<file path="src/cart_mem_pkg.sv">
`default_nettype none

package cart_mem_pkg;

    // cartridge address space
    localparam int CART_AW        = 23;      // byte address, 8MB cart space
    localparam int WRAM_AW        = 17;      // 128KB work ram
    localparam int ADDR_W_DEFAULT = 14;      // 16KB on-chip ram

    // wram lives at the top of the cart space, upper bits all ones
    localparam logic [CART_AW-1:0] WRAM_BASE = {{(CART_AW-WRAM_AW){1'b1}}, {WRAM_AW{1'b0}}};

    // apb register map, byte offsets
    localparam logic [11:0] REG_CTRL   = 12'h000;   // bit 0: loading
    localparam logic [11:0] REG_DATA   = 12'h004;   // write one rom byte
    localparam logic [11:0] REG_STATUS = 12'h008;   // loading, loaded, loader addr

    // which snes port a memory access belongs to
    typedef enum logic {
        port_rom  = 1'b0,
        port_wram = 1'b1
    } mem_port_e;

    // apb host side
    typedef struct packed {
        logic        psel;
        logic        penable;
        logic        pwrite;
        logic [11:0] paddr;
        logic [31:0] pwdata;
    } apb_req_t;

    typedef struct packed {
        logic [31:0] prdata;
        logic        pready;
        logic        pslverr;
    } apb_rsp_t;

    // one loader byte, valid is a single-cycle pulse
    typedef struct packed {
        logic               valid;
        logic [CART_AW-1:0] addr;
        logic [7:0]         data;
    } load_wr_t;

    // snes rom port, ce active high here
    typedef struct packed {
        logic               ce;
        logic               word;     // 16-bit fetch
        logic [CART_AW-1:0] addr;
    } rom_req_t;

    // snes wram port
    typedef struct packed {
        logic               rd;
        logic               wr;
        logic [WRAM_AW-1:0] addr;
        logic [7:0]         data;
    } wram_req_t;

    // one memory command per cycle out of the arbiter
    typedef struct packed {
        logic               rd;
        logic               wr;
        mem_port_e          port;
        logic               word;     // companion of rom_req.word, 0 for wram
        logic [CART_AW-1:0] addr;     // byte address
        logic [1:0]         ds;       // lane mask, bit 0 = even byte
        logic [15:0]        din;
    } mem_cmd_t;

    // tagged read response from the ram
    typedef struct packed {
        logic        valid;
        mem_port_e   port;
        logic        word;
        logic        lsb;             // byte address bit 0 of the request
        logic [15:0] data;
    } rd_rsp_t;

endpackage

`default_nettype wire
</file>
<file path="src/read_data_steer.sv">
`timescale 1ns/1ps
`default_nettype none

module read_data_steer (
    input  logic                  wclk,
    input  logic                  resetn,
    input  cart_mem_pkg::rd_rsp_t rd_rsp,
    output logic [15:0]           rom_q,      // held rom word
    output logic [7:0]            wram_q      // held wram byte
);
    import cart_mem_pkg::*;

    logic [15:0] rom_word;
    logic [7:0]  wram_byte;
    logic        swap;

    // odd byte access: wanted byte sits in the high lane, move it down
    assign swap     = ~rd_rsp.word & rd_rsp.lsb;
    assign rom_word = swap ? {rd_rsp.data[7:0], rd_rsp.data[15:8]} : rd_rsp.data;

    // wram is byte wide, pick the lane by address bit 0
    assign wram_byte = rd_rsp.lsb ? rd_rsp.data[15:8] : rd_rsp.data[7:0];

    // each output only moves on its own response
    always_ff @(posedge wclk) begin
        if (!resetn) begin
            rom_q  <= '0;
            wram_q <= '0;
        end else if (rd_rsp.valid) begin
            if (rd_rsp.port == port_rom) begin
                rom_q <= rom_word;
            end else begin
                wram_q <= wram_byte;
            end
        end
    end

endmodule

`default_nettype wire

</file>
<file path="config.mk">
export PLATFORM = sky130hd
export DESIGN_NAME = read_data_steer
export DESIGN_NICKNAME = d
export VERILOG_FILES = /design/src/cart_mem_pkg.sv /design/src/read_data_steer.sv
export SDC_FILE = /design/constraint.sdc
export NUM_CORES = 1
export LEC_CHECK = 0
export BUFFER_PORTS_ARGS = -buffer_cell sky130_fd_sc_hd__clkbuf_2
export CAP_MARGIN = 20
export CORE_MARGIN = 2
export CORE_UTILIZATION = 41
export CTS_BUF_LIST = sky130_fd_sc_hd__clkbuf_4
export CTS_CLUSTER_SIZE = 12
export DETAILED_ROUTE_END_ITERATION = 12
export PLACE_DENSITY_LB_ADDON = 0.15
export SLEW_MARGIN = 20
export SYNTH_ARGS = -nofsm -noshare
export SYNTH_HDL_FRONTEND = slang
export SYNTH_SLANG_ARGS = --single-unit
</file>
<file path="constraint.sdc">
create_clock -name wclk -period 1.05 [get_ports wclk]
set_input_delay 0.0525 -clock wclk [delete_from_list [all_inputs] [get_ports wclk]]
set_output_delay 0.0525 -clock wclk [all_outputs]
set_load 0.05 [all_outputs]
</file>
== Word level (Yosys, flattened, before mapping) ==
Cells that the tools add are included.
Widths: inputs -> output; s select.

* Register bits: 24
* Output and inout bits: 24
* Logic and storage cells: 9

* Multiplexer cells: 2
* Reduce and logical (&&, ||, !) cells: 2
* Bitwise logic cells: 3

{| class="wikitable"
|+ Operator list
! kind !! number
|-
| $mux 16 || 1
|-
| $mux 8 || 1
|-
| $reduce_and 2->1 || 2
|-
| $not 1->1 || 2
|-
| $and 1x1->1 || 1
|}

== Depth between registers and ports, before layout ==
* Word-level depth: 3
* Gate-level depth with buffers: 6

== Worst setup path before layout ==
Ideal clock, no wire load.

* Path kind: flip-flop to flip-flop
* From: register, netlist name rom_q[5]
* To: register rom_q[5]
* Stages on the path, launching flop included: 3
* Path slack: 0.045 ns
* Buffers on the path: 0
* Arrival: 0.931 ns
* Library setup time: 0.074 ns
* Cells stage by stage: dfxtp_1 o21ai_0 a31oi_2

{| class="wikitable"
|+ RTL lines
! what !! line !! text
|-
| end signal, assigned || read_data_steer.sv:31 || <nowiki>rom_q <= rom_word;</nowiki>
|-
| end, declared || read_data_steer.sv:8 || <nowiki>output logic [15:0] rom_q,</nowiki>
|}

== Worst setup path after layout ==
* From: register rom_q[7]
* To: output port rom_q[7]

No word-level cell between the ends.

==> impl_metrics.py <==
metrics = {
    "status": {
        "status": "completed",
    },
    "global_route": {
        "grt_pass1_vias": 950,
        "grt_max_degree": 33,
        "grt_overflow": 0,
        "grt_pass1_wl_um": 4240,
        "grt_antenna_before_repair": 0,
        "track_usage_pct": 16.3,
    },
    "routing": {
        "postRouteAntennaNets": 0,
        "drc": 0,
        "drt_pass1_iterations": 4,
        "avgRoutedWirePerCell_um": 12.4,
        "drt-total-wl_um": 2540,
        "num_vias": 1046,
        "viasPerCell": 5.10,
        "dr.first_iter.drc_count": 28,
    },
    "setup_path": {
        "worstPathArrival_ns": 0.95,
        "crit_type": "reg2out",
        "path_buf_inv": 1,
        "critPathSlowestCell": "dfxtp_1",
        "critical_path_required_ns": 1.00,
        "start_kind": "flip-flop",
        "cp_cell_sequence": "clkbuf_2",
        "cp_max_fo": 2,
        "cpPeakStageDelay_ns": 0.36,
        "end_kind": "output port",
        "path_delay_family": "flip-flops",
    },
    "logic_synthesis": {
        "synth_area_mm2": 0.00116,
        "yosysSeqAreaShare_pct": 41.5,
        "synth.distinct_cells": 17,
        "synth-edff-count": 0,
        "yosysTopAreaCell": "dfxtp_1",
        "yosysMostFrequentCell": "nand2_1",
        "synthTopCellsByArea": "dfxtp_1, nand2_1, a31oi_2",
        "yosys-top-cells-count": "nand2_1, dfxtp_1, o21ai_0",
        "synth_top_area_share_pct": 41.5,
        "synthArstFlopShare_pct": 0,
        "synth_fp_nets": 150,
        "netlist_instances": 128,
        "synthFlopType": "dfxtp_1",
        "yosysWarnings": 0,
        "avgSynthCellArea_um2": 9.05,
        "synth-seq-cells": 24,
    },
    "layout": {
        "area_growth_pct": 25.5,
        "drive_gt1_share_pct": 40.8,
        "regArea_um2": 480,
        "nets": 197,
        "stdcell_count": 205,
        "multiInputGateArea_um2": 593,
        "post-route-util_pct": 53.6,
        "fill_cells": 277,
        "num_antenna_cells": 0,
    },
    "timing": {
        "worst_pin_slew_ns": 0.496,
        "slew_violations": 0,
        "rsz0062_at_grt": "no",
        "fin_skew_ns": 0,
        "slew-limit-headroom_pct": 66.9,
        "setup-tns-final_ns": 0,
        "hold_viol": 0,
        "max_freq_mhz": 995,
        "period_share_pct": 95.7,
        "finalCriticalPeriod_ns": 1.00,
        "final-setup-viol-count": 0,
    },
    "placed_design": {
        "portBuffers": 45,
        "dp.cells": 197,
        "dpl.hpwl_um": 1890,
        "gp_congestion": 0.672,
    },
    "clocking": {
        "h-tree-depth": 1,
        "cts_sinks": 24,
        "post_cts_buffers": 0,
        "clk_pin_slew_ns": 0.13,
        "cts_tree": "yes",
        "cts_buffers": 3,
        "cts.path.max_buffers": 2,
        "clkLatencyLatePin_ns": 0.31,
        "cts-root-buf": "clkbuf_4",
    },
    "floorplan": {
        "die_h_um": 57.2,
        "placementRows": 19,
        "ios": 46,
        "dieArea_mm2": 0.00327,
        "fp.coreArea_mm2": 0.00271,
        "die_x_um": 57.2,
        "initial_core_util_pct": 42.8,
    },
    "worst_hold_path": {
        "hold_path_class": "in2reg",
    },
    "pwr": {
        "ir_drop_uv": 750,
        "p_leak_nw": 0.746,
        "power_density_mw_per_mm2": 1360,
    },
    "run": {
        "cap_viol_max_count": 0,
    },
}
[stage by stage]
step / power [mW] / cell area [µm²] / hold slack [ns] / worst slack, ns
after CTS: 2.01 / 1450 / 0.000146 / 0.0337
after global routing: 2.09 / 1450 / 0.00332 / 0.0000674
after detailed placement: 1.59 / 1390 / 0.340 / 0.0405
after global placement: 1.58 / 1390 / 0.340 / 0.0746
after floorplan: 1.44 / 1160 / 0.191 / 0.0447
final: 1.98 / 1450 / 0.00768 / 0.0453
[sequential cells by signal (all words and copies together) (netlist names)]
signal  cells
rom_q      16
wram_q      8
[cells in the final DEF, fill, tap and decap left out, drive strengths merged]
cell type,count
and2,1
clkbuf,46
clkinv,1
a31oi,16
o21ai,16
mux2i,8
dfxtp,24
dlygate4sd3,4
and2b,2
nand2b,1
o211a,8
buf,7
nand2,40
[routing by layer]
layer  track usage [%]  vias to the layer above  part of all wire [%]
li1                  -                      542                     -
met1              21.8                      473                    48
met2              27.1                       27                    48
met3              2.72                        4                   3.9
met4              4.98                        0                  0.91
met5                 0                        -                     0
[cell families after synthesis]
logic type / Yosys count / synth area share, %
muxes: 8 / 6.91
buffers and inverters: 12 / 7.34
and+or+nand+nor: 44 / 17.5
DFF: 24 / 41.5
AOI/OAI and AO/OA: 40 / 26.8
[final timing paths]
kind	start	end	slack (ns)	cells past startpoint
setup / recovery	rom_q[7]	rom_q[7]	0.05	1
hold / removal	rd_rsp[8]	rom_q[0]	0.008	3
hold reg to reg	wram_q[3]	wram_q[3]	0.51	1
setup reg to reg	rom_q[10]	rom_q[10]	0.32	2
[timing repair]
action	in CTS	in global routing
hold buffers	4	0
hold endpoints to repair	5	0
gates resized for setup	0	2
endpoints found under the setup margin	0	2
[cell type report]
cell class	instances	share of cell area, %
clock buffers	3	1.55
clock inverters	1	0.258
multi-input cells	92	40.8
flip-flops and latches	24	33.0
well taps	31	2.67
repair buffers	54	21.7
[tightest hold or removal path, cell delays in order]
cell and delay [ns]:
clkbuf_2 0.11, nand2_1 0.06, a31oi_1 0.07
[power breakdown]
group	leakage, nW	internal, mW	switching, mW	total, mW
sequential	0.198	0.973	0.0276	1.00
clock	0.0154	0.139	0.272	0.411
combinational	0.533	0.174	0.399	0.573
No activity file was read; power rests on OpenSTA's default activity.
