--- src/cart_mem_pkg.sv ---
`default_nettype none

package cart_mem_pkg;

    // cartridge address space
    localparam int CART_AW        = 23;      // byte address, 8MB cart space
    localparam int WRAM_AW        = 17;      // 128KB work ram
    localparam int ADDR_W_DEFAULT = 14;      // 16KB on-chip ram

    // wram lives at the top of the cart space, upper bits all ones
    localparam logic [CART_AW-1:0] WRAM_BASE = {{(CART_AW-WRAM_AW){1'b1}}, {WRAM_AW{1'b0}}};

    // apb register map, byte offsets
    localparam logic [11:0] REG_CTRL   = 12'h000;   // bit 0: loading
    localparam logic [11:0] REG_DATA   = 12'h004;   // write one rom byte
    localparam logic [11:0] REG_STATUS = 12'h008;   // loading, loaded, loader addr

    // which snes port a memory access belongs to
    typedef enum logic {
        port_rom  = 1'b0,
        port_wram = 1'b1
    } mem_port_e;

    // apb host side
    typedef struct packed {
        logic        psel;
        logic        penable;
        logic        pwrite;
        logic [11:0] paddr;
        logic [31:0] pwdata;
    } apb_req_t;

    typedef struct packed {
        logic [31:0] prdata;
        logic        pready;
        logic        pslverr;
    } apb_rsp_t;

    // one loader byte, valid is a single-cycle pulse
    typedef struct packed {
        logic               valid;
        logic [CART_AW-1:0] addr;
        logic [7:0]         data;
    } load_wr_t;

    // snes rom port, ce active high here
    typedef struct packed {
        logic               ce;
        logic               word;     // 16-bit fetch
        logic [CART_AW-1:0] addr;
    } rom_req_t;

    // snes wram port
    typedef struct packed {
        logic               rd;
        logic               wr;
        logic [WRAM_AW-1:0] addr;
        logic [7:0]         data;
    } wram_req_t;

    // one memory command per cycle out of the arbiter
    typedef struct packed {
        logic               rd;
        logic               wr;
        mem_port_e          port;
        logic               word;     // companion of rom_req.word, 0 for wram
        logic [CART_AW-1:0] addr;     // byte address
        logic [1:0]         ds;       // lane mask, bit 0 = even byte
        logic [15:0]        din;
    } mem_cmd_t;

    // tagged read response from the ram
    typedef struct packed {
        logic        valid;
        mem_port_e   port;
        logic        word;
        logic        lsb;             // byte address bit 0 of the request
        logic [15:0] data;
    } rd_rsp_t;

endpackage

`default_nettype wire
--- src/mem_req_arbiter.sv ---
`timescale 1ns/1ps
`default_nettype none

module mem_req_arbiter (
    input  logic                    wclk,
    input  logic                    resetn,
    input  cart_mem_pkg::load_wr_t  load_wr,
    input  logic                    loading,
    input  cart_mem_pkg::rom_req_t  rom_req,
    input  cart_mem_pkg::wram_req_t wram_req,
    input  logic                    sysclkf_ce,     // fall enable, reads
    input  logic                    sysclkr_ce,     // rise enable, wram writes
    output cart_mem_pkg::mem_cmd_t  mem_cmd
);
    import cart_mem_pkg::*;

    mem_cmd_t cmd_next;
    logic     load_go;
    logic     rom_rd;
    logic     wram_rd;
    logic     wram_wr;

    // qualified requests
    assign load_go = loading & load_wr.valid;
    assign rom_rd  = rom_req.ce & sysclkf_ce;
    assign wram_rd = wram_req.rd & sysclkf_ce;
    assign wram_wr = wram_req.wr & sysclkr_ce;

    // fixed priority: loader, rom, wram
    always_comb begin
        cmd_next = '0;                              // idle unless a request wins
        if (loading) begin
            // snes side is held off while loading
            if (load_go) begin
                cmd_next.wr   = 1'b1;
                cmd_next.port = port_rom;
                cmd_next.addr = load_wr.addr;
                cmd_next.ds   = {load_wr.addr[0], ~load_wr.addr[0]};
                cmd_next.din  = {load_wr.data, load_wr.data};   // byte on both lanes
            end
        end else if (rom_rd) begin
            cmd_next.rd   = 1'b1;
            cmd_next.port = port_rom;
            cmd_next.word = rom_req.word;           // steering needs it later
            cmd_next.addr = rom_req.addr;
            cmd_next.ds   = 2'b11;                  // always fetch the full word
        end else if (wram_rd || wram_wr) begin
            cmd_next.rd   = wram_rd;
            cmd_next.wr   = ~wram_rd;               // read wins, never both
            cmd_next.port = port_wram;
            cmd_next.addr = WRAM_BASE + CART_AW'(wram_req.addr);
            cmd_next.ds   = {wram_req.addr[0], ~wram_req.addr[0]};
            cmd_next.din  = {wram_req.data, wram_req.data};
        end
    end

    // one registered command per cycle, a lost request is simply gone
    always_ff @(posedge wclk) begin
        if (!resetn) begin
            mem_cmd <= '0;
        end else begin
            mem_cmd <= cmd_next;
        end
    end

endmodule

`default_nettype wire

--- config.mk ---
export PLATFORM = sky130hd
export DESIGN_NAME = mem_req_arbiter
export DESIGN_NICKNAME = d
export VERILOG_FILES = /design/src/cart_mem_pkg.sv /design/src/mem_req_arbiter.sv
export SDC_FILE = /design/constraint.sdc
export NUM_CORES = 1
export LEC_CHECK = 0
export BUFFER_PORTS_ARGS = -buffer_cell sky130_fd_sc_hd__buf_2
export CAP_MARGIN = 20
export CORE_MARGIN = 2
export CORE_UTILIZATION = 25
export CTS_CLUSTER_SIZE = 24
export DETAILED_ROUTE_END_ITERATION = 10
export GPL_ROUTABILITY_DRIVEN = 0
export PLACE_DENSITY_LB_ADDON = 0.1
export SYNTH_ARGS = -nofsm -noshare
export SYNTH_HDL_FRONTEND = slang
export SYNTH_SLANG_ARGS = --single-unit
--- constraint.sdc ---
create_clock -name wclk -period 2 [get_ports wclk]
set_input_delay 0.4 -clock wclk [delete_from_list [all_inputs] [get_ports wclk]]
set_output_delay 0.4 -clock wclk [all_outputs]
set_load 0.01 [all_outputs]
; After elaboration in Yosys (flattened, before gate mapping)
; Cells that the tools add are included.
; Widths: inputs -> output; s select.
[totals]
register_bits = 45
input_bits = 89
[op_classes]
add_sub_neg = 1
muxes = 11
bitwise = 9
reduce_logical = 3
[op_table]
columns = cell, n
row1 = $mux 41, 3
row2 = $mux 25, 1
row3 = $add 18x18->19 const A, 1
row4 = $mux 16, 1
row5 = $not 1->1, 5
row6 = $and 1x1->1, 4
row7 = $mux 2, 2
row8 = $mux 1, 3
row9 = $mux 3, 1
row10 = $reduce_or 3->1, 1
row11 = $reduce_or 2->1, 1
row12 = $logic_or 1x1->1, 1

; Logic depth before layout (Yosys ltp)
[logic_depth]
depth_word = 5
depth_mapped = 6

; Worst setup path after synthesis
; OpenSTA, ideal clock, no wires.
[synth_path]
kind = input -> register
from = input sysclkf_ce
to = register mem_cmd[35] in the netlist's numbering
setup_time_ps = 122
arrival_time_ps = 1356
required_ps = 1878
setup_slack_ps = 523
cell_stages = 6
path_buffers = 3
path_cell_list = buf_6 > a22o_1 > and3_1 > buf_6 > buf_6 > a221o_1
[synth_between]
elab_chain_cells = 5
word_cells_on_any_way = 6
classes_between = 3 x mux / 2 x bitwise / 1 x reduce/logical
[synth_rtl]
columns = element, line
row1 = start: declaration, mem_req_arbiter.sv:11  ; input logic sysclkf_ce,
row2 = $and 1x1->1, mem_req_arbiter.sv:26  ; assign wram_rd = wram_req.rd & sysclkf_ce;
row3 = $logic_or 1x1->1, mem_req_arbiter.sv:47  ; end else if (wram_rd || wram_wr) begin
row4 = $mux 41, mem_req_arbiter.sv:47
row5 = $mux 25 (*), mem_req_arbiter.sv:41  ; end else if (rom_rd) begin
row6 = $mux 41 (*), mem_req_arbiter.sv:32  ; if (loading) begin
row7 = end signal: assignment, mem_req_arbiter.sv:62  ; mem_cmd <= cmd_next;
row8 = end: declaration, mem_req_arbiter.sv:13  ; output cart_mem_pkg::mem_cmd_t mem_cmd
; Mark *: on every way between the ends. The rest lies on a longest branch, timed or not.
; A chain may end at the register's enable or synchronous reset.

; Worst setup path in the final report
[layout_path]
from = input sysclkf_ce
to = register mem_cmd[36] in the netlist's numbering
; Same word-level chain as after synthesis.

==> results.sh <==
export IMPL_dieArea_um2=6450
export IMPL_hold_violations=0
export IMPL_core_area_um2=5570
export IMPL_antenna_found_initial=0
export IMPL_drive_gt1_share_pct=56.1
export IMPL_finalWirelength_um=4330
export IMPL_p_int_mw=1.17
export IMPL_min_period_ps=1300
export IMPL_largest_reg_flops=37
export IMPL_worst_setup_path_type="input pin to flop"
export IMPL_cts_setup_buffers=0
export IMPL_tightest_slew_ps=302
export IMPL_setup_tns_ps=0
export IMPL_swShare_pct=23.8
export IMPL_drtIter0Drc=44
export IMPL_overflow=0
export IMPL_cts_buffers=5
export IMPL_layout_nets=343
export IMPL_grt_pass1_wl_um=6480
export IMPL_ant_nets=0
export IMPL_clock_sinks=37
export IMPL_status="complete, no violations"
export IMPL_row_count=27
export IMPL_ys_top_cells_by_area="dfxtp_1, a22o_1, a21o_1"
export IMPL_power_switching_uw=365
export IMPL_leakagePower_nw=1.24
export IMPL_placed_area_um2=2090
export IMPL_synthesis_nets=220
export IMPL_die_w_um=80.3
export IMPL_crit_arrival_ps=1470
export IMPL_rsz0062_at_grt="false"
export IMPL_vias=1455
export IMPL_cts_root_buf="clkbuf_8"
export IMPL_syn_inst=131
export IMPL_min_path_type="input pin to flop"
export IMPL_post_route_drc_count=0
export IMPL_wl_per_cell_um=13.2
export IMPL_synth_seq_area_share_pct=50.9
export IMPL_die_y_um=80.3
export IMPL_critPathSlowestCell="a221o_1"
export IMPL_crit_path_end_kind="flop"
export IMPL_clockBufferDepth=2
export IMPL_cap_violations=0
export IMPL_path_max_fanout=21
export IMPL_yosysTopAreaCellShare_pct=50.9
export IMPL_irDropWorstVdd_uv=199
export IMPL_grt_max_degree=22
export IMPL_synth_top_cell_by_area="dfxtp_1"
export IMPL_dpl_hpwl_um=3460
export IMPL_antenna_cells=0
export IMPL_avgViaCountPerCell=4.45
export IMPL_postCtsHoldBufs=0
export IMPL_cts_tree="done"
export IMPL_finalCritPeriodShare_pct=65.1
export IMPL_grtUsageTotal_pct=13.3
export IMPL_syn_cell_area_um2=1460
export IMPL_p_comb_share_pct=17.0
export IMPL_syn2layout_area_growth_pct=49.0
export IMPL_clk_pin_slew_ps=70
export IMPL_final_area_um2=2170
export IMPL_initial_utilization_pct=26.1
export IMPL_synth_cell_types=23
export IMPL_regMostFlops="mem_cmd"
export IMPL_max_freq_mhz=768
export IMPL_yosys_warnings=0
export IMPL_clockPowerShare_pct=31.5
export IMPL_first_pass_iters=3
export IMPL_path_buf_inv=2
export IMPL_slew_viol_final=0
export IMPL_htreeDepth=2
export IMPL_slew_headroom_pct=79.9
export IMPL_io_pins=134
export IMPL_top_regs="mem_cmd: 37 flops"
export IMPL_finalSetupViolCount=0
export IMPL_fillers=578
export IMPL_io_buffers=133
export IMPL_post_cts_resized=0
export IMPL_slowest_delay_ps=280
export IMPL_ys_seq_elements=37
export IMPL_seq_power_share_pct=51.5
export IMPL_fin_ws_ps=699
export IMPL_dp_slack_ps=409
export IMPL_grt_pass1_vias=1394
export IMPL_power_density_nw_per_um2=707
export IMPL_worst_setup_path_start_kind="input pin"
export IMPL_cp_top_family="compound AO/OA/AOI/OAI gates"
export IMPL_cp_required_ps=2170
export IMPL_worstPathCellList="buf_2 > a22o_1 > and3_1 > buf_4 > a221o_1"
export IMPL_syn_area_per_cell_um2=11.1
## per-stage QoR
stage	cells	hold slack, ps	utilization [%]	total power [mW]
floorplan	131	510	-	0.936
CTS	327	302	38.9	1.56
global route	327	300	38.9	1.63
global placement	319	597	37.5	1.07
detailed placement	319	601	37.5	1.07
finish	327	317	38.9	1.53
## cell usage after synthesis
library cell   n
o2bb2ai_1      6
clkbuf_1       1
inv_1          1
and4b_1        1
a21o_1        10
o21ai_0        2
nor2b_1        1
buf_4          8
nand3_1        6
buf_6          5
a221o_1        7
a41o_1         1
and3b_1        1
nor3b_1        1
a21boi_0       1
a21oi_1        1
buf_2          8
a22o_1        25
and2_1         2
nor2_1         1
nand2_1        3
and3_1         2
dfxtp_1       37
## routing by layer
layer / up-vias / track usage (%) / part of all wire [%]
met5: - / 0 / 0
met4: 0 / 4.58 / 0.92
met3: 4 / 6.18 / 12
met2: 74 / 23.3 / 49
met1: 650 / 13.9 / 39
li1: 727 / - / -
## cells by family (layout without fill, tap and decap cells)
logic type | Yosys count | after routing | share of synthesized area, %
AO/OA/AOI/OAI | 53 | 53 | 30.8
flip-flops | 37 | 37 | 50.9
buffers and inverters | 23 | 147 | 11.3
AND/OR/NAND/NOR | 18 | 18 | 7.04
## power groups by stage
stage	sequential, mW	combinational [mW]	clock [mW]
6_report	0.790	0.261	0.483
5_1_grt	0.793	0.289	0.544
4_1_cts	0.790	0.265	0.508
3_5_place_dp	0.807	0.264	0
3_3_place_gp	0.807	0.266	0
2_1_floorplan	0.832	0.104	0
## layout by cell type (no fill, tap or decap)
cell type | synthesis | layout
buf_2 | 8 | 133
a21oi_1 | 1 | 1
a22o_1 | 25 | 25
nand3_1 | 6 | 6
nor2_1 | 1 | 1
clkbuf_8 | 0 | 5
and4b_1 | 1 | 1
o21ai_0 | 2 | 2
nor2b_1 | 1 | 1
o2bb2ai_1 | 6 | 6
and3_1 | 2 | 2
inv_1 | 1 | 1
a221o_1 | 7 | 7
dfxtp_1 | 37 | 37
a41o_1 | 1 | 1
and3b_1 | 1 | 1
nor3b_1 | 1 | 1
and2_1 | 2 | 2
clkbuf_1 | 1 | 3
buf_4 | 8 | 5
a21boi_0 | 1 | 1
nand2_1 | 3 | 3
a21o_1 | 10 | 10
## worst paths after layout
check          from          end  cells after the start
min    wram_req[12]  mem_cmd[22]                      2
max      sysclkf_ce  mem_cmd[36]                      5
## layout make-up
type,instances,area [µm²],share of cell area [%]
flip-flops and latches,37,741,34.1
repair buffers,138,703,32.4
multi-input cells,71,552,25.4
well taps,72,90.1,4.15
clock buffers,8,80.1,3.69
inverters,1,3.75,0.173
No activity file was read; power rests on OpenSTA's default activity.
