`src/cart_mem_pkg.sv`:
```
`default_nettype none

package cart_mem_pkg;

    // cartridge address space
    localparam int CART_AW        = 23;      // byte address, 8MB cart space
    localparam int WRAM_AW        = 17;      // 128KB work ram
    localparam int ADDR_W_DEFAULT = 14;      // 16KB on-chip ram

    // wram lives at the top of the cart space, upper bits all ones
    localparam logic [CART_AW-1:0] WRAM_BASE = {{(CART_AW-WRAM_AW){1'b1}}, {WRAM_AW{1'b0}}};

    // apb register map, byte offsets
    localparam logic [11:0] REG_CTRL   = 12'h000;   // bit 0: loading
    localparam logic [11:0] REG_DATA   = 12'h004;   // write one rom byte
    localparam logic [11:0] REG_STATUS = 12'h008;   // loading, loaded, loader addr

    // which snes port a memory access belongs to
    typedef enum logic {
        port_rom  = 1'b0,
        port_wram = 1'b1
    } mem_port_e;

    // apb host side
    typedef struct packed {
        logic        psel;
        logic        penable;
        logic        pwrite;
        logic [11:0] paddr;
        logic [31:0] pwdata;
    } apb_req_t;

    typedef struct packed {
        logic [31:0] prdata;
        logic        pready;
        logic        pslverr;
    } apb_rsp_t;

    // one loader byte, valid is a single-cycle pulse
    typedef struct packed {
        logic               valid;
        logic [CART_AW-1:0] addr;
        logic [7:0]         data;
    } load_wr_t;

    // snes rom port, ce active high here
    typedef struct packed {
        logic               ce;
        logic               word;     // 16-bit fetch
        logic [CART_AW-1:0] addr;
    } rom_req_t;

    // snes wram port
    typedef struct packed {
        logic               rd;
        logic               wr;
        logic [WRAM_AW-1:0] addr;
        logic [7:0]         data;
    } wram_req_t;

    // one memory command per cycle out of the arbiter
    typedef struct packed {
        logic               rd;
        logic               wr;
        mem_port_e          port;
        logic               word;     // companion of rom_req.word, 0 for wram
        logic [CART_AW-1:0] addr;     // byte address
        logic [1:0]         ds;       // lane mask, bit 0 = even byte
        logic [15:0]        din;
    } mem_cmd_t;

    // tagged read response from the ram
    typedef struct packed {
        logic        valid;
        mem_port_e   port;
        logic        word;
        logic        lsb;             // byte address bit 0 of the request
        logic [15:0] data;
    } rd_rsp_t;

endpackage

`default_nettype wire
```
`src/loader_apb_regs.sv`:
```
`timescale 1ns/1ps
`default_nettype none

module loader_apb_regs (
    input  logic                   wclk,
    input  logic                   resetn,
    input  cart_mem_pkg::apb_req_t apb_req,       // host bus
    output cart_mem_pkg::apb_rsp_t apb_rsp,
    output cart_mem_pkg::load_wr_t load_wr,       // byte writes toward memory
    output logic                   loading,
    output logic                   snes_enable    // snes may run
);
    import cart_mem_pkg::*;

    logic               access;         // apb access phase
    logic               wr_access;
    logic               sel_ctrl;
    logic               sel_data;
    logic               sel_status;
    logic               unmapped;
    logic               start_load;     // ctrl <= 1
    logic               end_load;       // ctrl <= 0 while loading
    logic               data_wr;        // accepted data byte
    logic               data_err;       // data write while idle
    logic               loaded;
    logic [CART_AW-1:0] loader_addr;    // next byte lands here
    logic               wr_valid;
    logic [CART_AW-1:0] wr_addr;
    logic [7:0]         wr_data;

    // decode
    assign access     = apb_req.psel & apb_req.penable;
    assign wr_access  = access & apb_req.pwrite;
    assign sel_ctrl   = apb_req.paddr == REG_CTRL;
    assign sel_data   = apb_req.paddr == REG_DATA;
    assign sel_status = apb_req.paddr == REG_STATUS;
    assign unmapped   = ~(sel_ctrl | sel_data | sel_status);

    assign start_load = wr_access & sel_ctrl & apb_req.pwdata[0];
    assign end_load   = wr_access & sel_ctrl & ~apb_req.pwdata[0] & loading;
    assign data_wr    = wr_access & sel_data & loading;
    assign data_err   = wr_access & sel_data & ~loading;   // dropped, flagged

    // no wait states, read data only in the access phase
    always_comb begin
        apb_rsp         = '0;
        apb_rsp.pready  = 1'b1;
        apb_rsp.pslverr = access & (unmapped | data_err);
        if (access && !apb_req.pwrite) begin
            if (sel_ctrl) begin
                apb_rsp.prdata[0] = loading;
            end else if (sel_status) begin
                apb_rsp.prdata[0]            = loading;
                apb_rsp.prdata[1]            = loaded;
                apb_rsp.prdata[8 +: CART_AW] = loader_addr;
            end
        end
    end

    // loading state and loader address
    always_ff @(posedge wclk) begin
        if (!resetn) begin
            loading     <= 1'b0;
            loaded      <= 1'b0;
            loader_addr <= '0;
            snes_enable <= 1'b0;
        end else begin
            if (start_load) begin            // (re)start from byte 0
                loading     <= 1'b1;
                loaded      <= 1'b0;
                loader_addr <= '0;
            end else if (end_load) begin
                loading <= 1'b0;
                loaded  <= 1'b1;
            end else if (data_wr) begin
                loader_addr <= loader_addr + 1'b1;   // advance after issue
            end
            // drops on the start edge, rises one edge after the end
            snes_enable <= loaded & ~loading & ~start_load;
        end
    end

    // byte write pulse
    always_ff @(posedge wclk) begin
        if (!resetn) begin
            wr_valid <= 1'b0;
        end else begin
            wr_valid <= data_wr;
        end
    end

    always_ff @(posedge wclk) begin
        if (data_wr) begin
            wr_addr <= loader_addr;
            wr_data <= apb_req.pwdata[7:0];     // low byte only
        end
    end

    always_comb begin
        load_wr.valid = wr_valid;
        load_wr.addr  = wr_addr;
        load_wr.data  = wr_data;
    end

endmodule

`default_nettype wire

```
`config.mk`:
```
export PLATFORM = sky130hd
export DESIGN_NAME = loader_apb_regs
export DESIGN_NICKNAME = d
export VERILOG_FILES = /design/src/cart_mem_pkg.sv /design/src/loader_apb_regs.sv
export SDC_FILE = /design/constraint.sdc
export NUM_CORES = 1
export LEC_CHECK = 0
export BUFFER_PORTS_ARGS = -buffer_cell sky130_fd_sc_hd__buf_2
export CELL_PAD_IN_SITES_DETAIL_PLACEMENT = 2
export CELL_PAD_IN_SITES_GLOBAL_PLACEMENT = 2
export CORE_MARGIN = 2
export CORE_UTILIZATION = 29
export CTS_BUF_LIST = sky130_fd_sc_hd__clkbuf_8
export DETAILED_ROUTE_END_ITERATION = 8
export MAX_ROUTING_LAYER = met4
export PLACE_DENSITY_LB_ADDON = 0.08
export SLEW_MARGIN = 10
export SYNTH_ARGS = -nofsm -noshare
export SYNTH_HDL_FRONTEND = slang
export SYNTH_SLANG_ARGS = --single-unit
```
`constraint.sdc`:
```
create_clock -name wclk -period 2.3 [get_ports wclk]
set_input_delay 0.23 -clock wclk [delete_from_list [all_inputs] [get_ports wclk]]
set_output_delay 0.23 -clock wclk [all_outputs]
set_load 0.02 [all_outputs]
```
======== Word-level counts from Yosys, hierarchy flattened ========
Cells that the tools add are included.
word-level totals
  register bits after elaboration ......... 58
  bits in latches ......................... 0
  memory bits (writable) .................. 0
  memory bits (read-only) ................. 0
  bits of input ports ..................... 49
  output and inout bits ................... 68
  memories ................................ 0
cells by class
  add/sub/neg operators ................... 1
  multipliers ............................. 0
  div/mod/pow operators ................... 0
  order comparisons ....................... 0
  eq/ne operators ......................... 2
  shift-type cells ........................ 0
  mux-type cells .......................... 9
  bitwise logic cells ..................... 21
  reduce and logical (&&, ||, !) cells .... 6
operators with widths
  kind                   count
  $mux 23                3
  $add 23x1->23 const B  1
  $and 1x1->1            12
  $eq 12x3->1 const B    1
  $eq 12x4->1 const B    1
  $logic_not 12->1       1
  $not 1->1              6
  $mux 1                 4
  $mux 2                 2
  $or 1x1->1             3
  $reduce_and 2->1       1
  $reduce_bool 2->1      1
  $reduce_or 2->1        1
  $logic_and 1x1->1      1
  $logic_not 1->1        1

======== Depth between registers and ports, before layout ========
  depth after elaboration ................. 7
  gate-level depth with buffers ........... 6
  mapped depth without buffers ............ 5

======== Least setup slack after synthesis ========
OpenSTA, ideal clock, no wires.
  path kind ............................... reg-to-reg
  start point ............................. reg loading
  end point ............................... reg wr_addr[0] (enable)
  library setup time ...................... 386 ps
  data arrival time ....................... 1,672 ps
  path slack .............................. 243 ps
  stages on the path, launching flop included .. 5
  buffers on the path ..................... 1
  period minus slack after synthesis ...... 2,057 ps
  path through ............................ dfxtp_1 > and4_1 > clkbuf_2 > nand4_1 > inv_1
between the ends
  cells in the longest elaborated chain, start to end .. 1
RTL lines
  element                 RTL line               text
  start, declared         loader_apb_regs.sv:10  output logic loading,
  start signal, assigned  loader_apb_regs.sv:63  loading <= 1'b0;
  start signal, assigned  loader_apb_regs.sv:69  loading <= 1'b1;
  start signal, assigned  loader_apb_regs.sv:73  loading <= 1'b0;
  $and 1x1->1             loader_apb_regs.sv:41  assign data_wr = wr_access & sel_data & loading;
  via data_wr             loader_apb_regs.sv:23  logic data_wr;
  end signal, assigned    loader_apb_regs.sv:94  wr_addr <= loader_addr;
  end, declared           loader_apb_regs.sv:28  logic [CART_AW-1:0] wr_addr;
The timed path passes the listed nets, and every way through them passes these cells.
A chain may end at the register's enable or synchronous reset.

======== Worst setup path after layout ========
  start point ............................. reg loading
  end point ............................... reg loader_addr[9]
between the ends
  cells in the longest elaborated chain, start to end .. 3
  elaborated cells between the ends (all ways) .. 4
  those cells by class .................... 3 x bitwise; 1 x reduce/logical
RTL lines
  element                                RTL line               text
  $and 1x1->1                            loader_apb_regs.sv:40  assign end_load = wr_access & sel_ctrl & ~apb_req.pwdata[0] & loading;
  $not 1->1 (no source line)             n/a
  $reduce_and 2->1 (no source line) (*)  n/a
  end signal, assigned                   loader_apb_regs.sv:76  loader_addr <= loader_addr + 1'b1;
  end, declared                          loader_apb_regs.sv:26  logic [CART_AW-1:0] loader_addr;
Every way passes the cells marked *; elsewhere a longest branch is shown, timed or not.

==> metrics.md <==
| Metric | Value |
|---|---|
| Area leader, netlist | `edfxtp_1` |
| Register area share after synthesis | `0.569` |
| YS warnings | `0` |
| Hold buffer count at cts | `0` |
| Total Power | `about 0.002 W` |
| Synthesized area | `~2600 sq um` |
| Data arrival, critical path | `2.18 ns` |
| Setup Skew | `roughly 0.0096 ns` |
| Yosys top cell area share | `0.360` |
| Max-slew violations | `0` |
| CTS tree | `built` |
| H-Tree Depth | `3` |
| CTS Sinks | `58` |
| Worst min path class | `in -> reg` |
| GPL Wtd Cong | `about 0.7` |
| DRC viols | `0` |
| First-pass GRT wire length | `approximately 11000 um` |
| Row count | `34` |
| CP endpoint kind | `register` |
| Slowest stage delay, CP | `0.56 ns` |
| Largest net degree at the start of global routing | `26` |
| TritonRoute pass-1 iters | `4` |
| Share of cells above drive strength 1 | `0.339` |
| Vias in the first global route | `~2200` |
| Detailed Place HPWL | `5010 um` |
| Initial Utilization | `0.298` |
| Final setup TNS | `0 ns` |
| Post-Route WL | `just under 7000 um` |
| Post-layout net count | `378` |
| 1st-iter DRT viols | `58` |
| Area Growth Syn to Fin | `28.9%` |
| Worst vdd ir | `0.245 mV` |
| # IOs | `roughly 120` |
| Worst-path cell chain | `and4_1, nand4_1, or4_1, a21oi_1` |
| Clk slew on worst S/H paths | `about 0.07 ns` |
| Clk Latency, worst-skew pair | `around 0.33 ns` |
| Via density | `5.05` |
| Cells after synthesis | `roughly 230` |
| I/O Buffers | `84` |
| Initial antenna violation count | `0` |
| Fin area | `about 3300 sq um` |
| Antenna-violating nets left | `0` |
| Leakage power | `about 1.3 nW` |
| Via count | `between 2000 and 2500` |
| FMAX | `around 520 MHz` |
| Outcome | `completed` |
| All-Layer GR Usage | `0.149` |
| Antenna Cells | `0` |
| Ranking of synthesized cells by area | `edfxtp_1 36%, dfxtp_1 21%, and2_1 6.3%, o31ai_1 5.5%, or4_1 5.2%` |
| Crit path max-delay cell type | `or4_1` |
| Period utilization | `0.837` |
| #FFs+latches synth | `58` |
| Yosys cell types | `30` |
| RSZ-0062 raised after global routing | `no` |
| GRT overflow | `0` |
| Final setup fails | `0` |
| Max-Cap Viols | `0` |
| Final period demand of the worst path | `just under 2 ns` |
| Post-DR wirelength/cell | `between 15 and 20 um` |
| Core box area | `~8700 sq um` |
| Total setup buffers inserted after CTS | `0` |
| CP top delay family | `simple AND/OR/NAND/NOR gates` |
| Post-cts resize count | `0` |
| Buf+Inv Stages, Crit Path | `0` |
| # fillers | `approximately 960` |
| DIE WIDTH | `about 100 um` |
| Die Y | `98.4 um` |
| Crit start category | `register` |
| Final Hold Fails | `0` |
| Root Driver | `clkbuf_8` |
| Critical path type | `reg -> reg` |
| Power Density | `between 600 and 700 nW/um^2` |
| Max FO, Critical Path | `8` |
| Synthesized area per cell | `11.0 sq um` |
| WP data required | `around 2.6 ns` |
| Die area | `about 9700 sq um` |
| CTS Buf Count | `9` |
| DP Area | `3140 sq um` |
| Longest Clk Path Bufs | `2` |
## state kept, by name, indices dropped and copies added (netlist names)
register	cells
wr_addr	23
loader_addr	23
loaded	1
snes_enable	1
wr_data	8
wr_valid	1
loading	1
## through the flow
stage / std cells / util / hold WS [ns] / worst slack, ns
3_3_place_gp: 425 / 0.362 / 0.407 / 0.389
4_1_cts: 441 / 0.384 / 0.0472 / 0.349
5_1_grt: 441 / 0.384 / 0.0436 / 0.195
6_report: 441 / 0.384 / 0.0740 / 0.375
3_5_place_dp: 425 / 0.362 / 0.412 / 0.333
2_1_floorplan: 240 / - / 0.329 / 0.243
## cells in the mapped netlist
| library cell | number |
|---|---|
| nand4_1 | 9 |
| clkbuf_1 | 7 |
| and2_1 | 26 |
| a21oi_1 | 24 |
| o31ai_1 | 19 |
| clkbuf_2 | 1 |
| a31o_2 | 1 |
| nor4b_4 | 1 |
| ha_1 | 1 |
| nor4_4 | 2 |
| a31oi_1 | 1 |
| buf_4 | 9 |
| nor2_1 | 5 |
| buf_2 | 1 |
| o21ai_0 | 4 |
| or3_1 | 3 |
| and3_1 | 8 |
| and4_1 | 4 |
| xor2_1 | 1 |
| nand3_1 | 11 |
| nor2b_1 | 1 |
| nand4_2 | 1 |
| nand2_1 | 9 |
| dfxtp_1 | 27 |
| edfxtp_1 | 31 |
| nor3b_1 | 1 |
| inv_1 | 5 |
| nor3_1 | 1 |
| or4_1 | 18 |
| conb_1 | 2 |
## layout by cell type, fill, tap and decap left out, drive strengths merged, types with 4 or more instances in the layout
| master | n |
|---|---|
| and4 | 4 |
| and2 | 26 |
| nand4 | 10 |
| clkbuf | 10 |
| and3 | 8 |
| edfxtp | 31 |
| nand3 | 11 |
| inv | 7 |
| o31ai | 19 |
| nor2 | 5 |
| conb | 8 |
| a21oi | 24 |
| buf | 95 |
| o21ai | 4 |
| dfxtp | 27 |
| nand2 | 9 |
| or4 | 18 |
## layer usage
layer,vias to the layer above,GRT usage,share of wire
met5,-,-,0
met4,0,0.0474,0.0070
met3,4,0.0351,0.045
met2,59,0.245,0.51
met1,1101,0.181,0.44
li1,1065,-,-
## path summary, 6_finish.rpt
kind	start	to	slack [ns]	cells past startpoint
worst max-delay path	loading	loader_addr[9]	0.38	4
worst min register to register	loaded	loaded	0.50	2
worst min-delay path	apb_req[5]	wr_data[5]	0.07	1
worst max register to register	loading	loader_addr[9]	0.38	4
## cells by family after synthesis
family          synth area share
other cells              0.00291
xor+xnor                 0.00339
compound gates             0.115
flops                      0.569
simple gates               0.257
buf+inv                   0.0475
fa+ha+maj                0.00484
## where the power goes
part	leakage, nW	internal [W]	switching (W)	total (W)
logic	0.691	0.0000231	0.0000410	0.0000641
clock network	0.106	0.000514	0.000379	0.000894
registers	0.457	0.00108	0.000000000892	0.00108
total	1.25	0.00162	0.000420	0.00204
## area by class of cell
class / count / area, sq um / area share
repair buffers: 95 / 503 / 0.151
flip-flops and latches: 58 / 1470 / 0.442
inverters: 5 / 18.8 / 0.00564
multi-input cells: 159 / 1010 / 0.304
clock inverters: 6 / 51.3 / 0.0154
well taps: 108 / 135 / 0.0406
clock buffers: 10 / 138 / 0.0413
(Power assumes the default switching activity.)
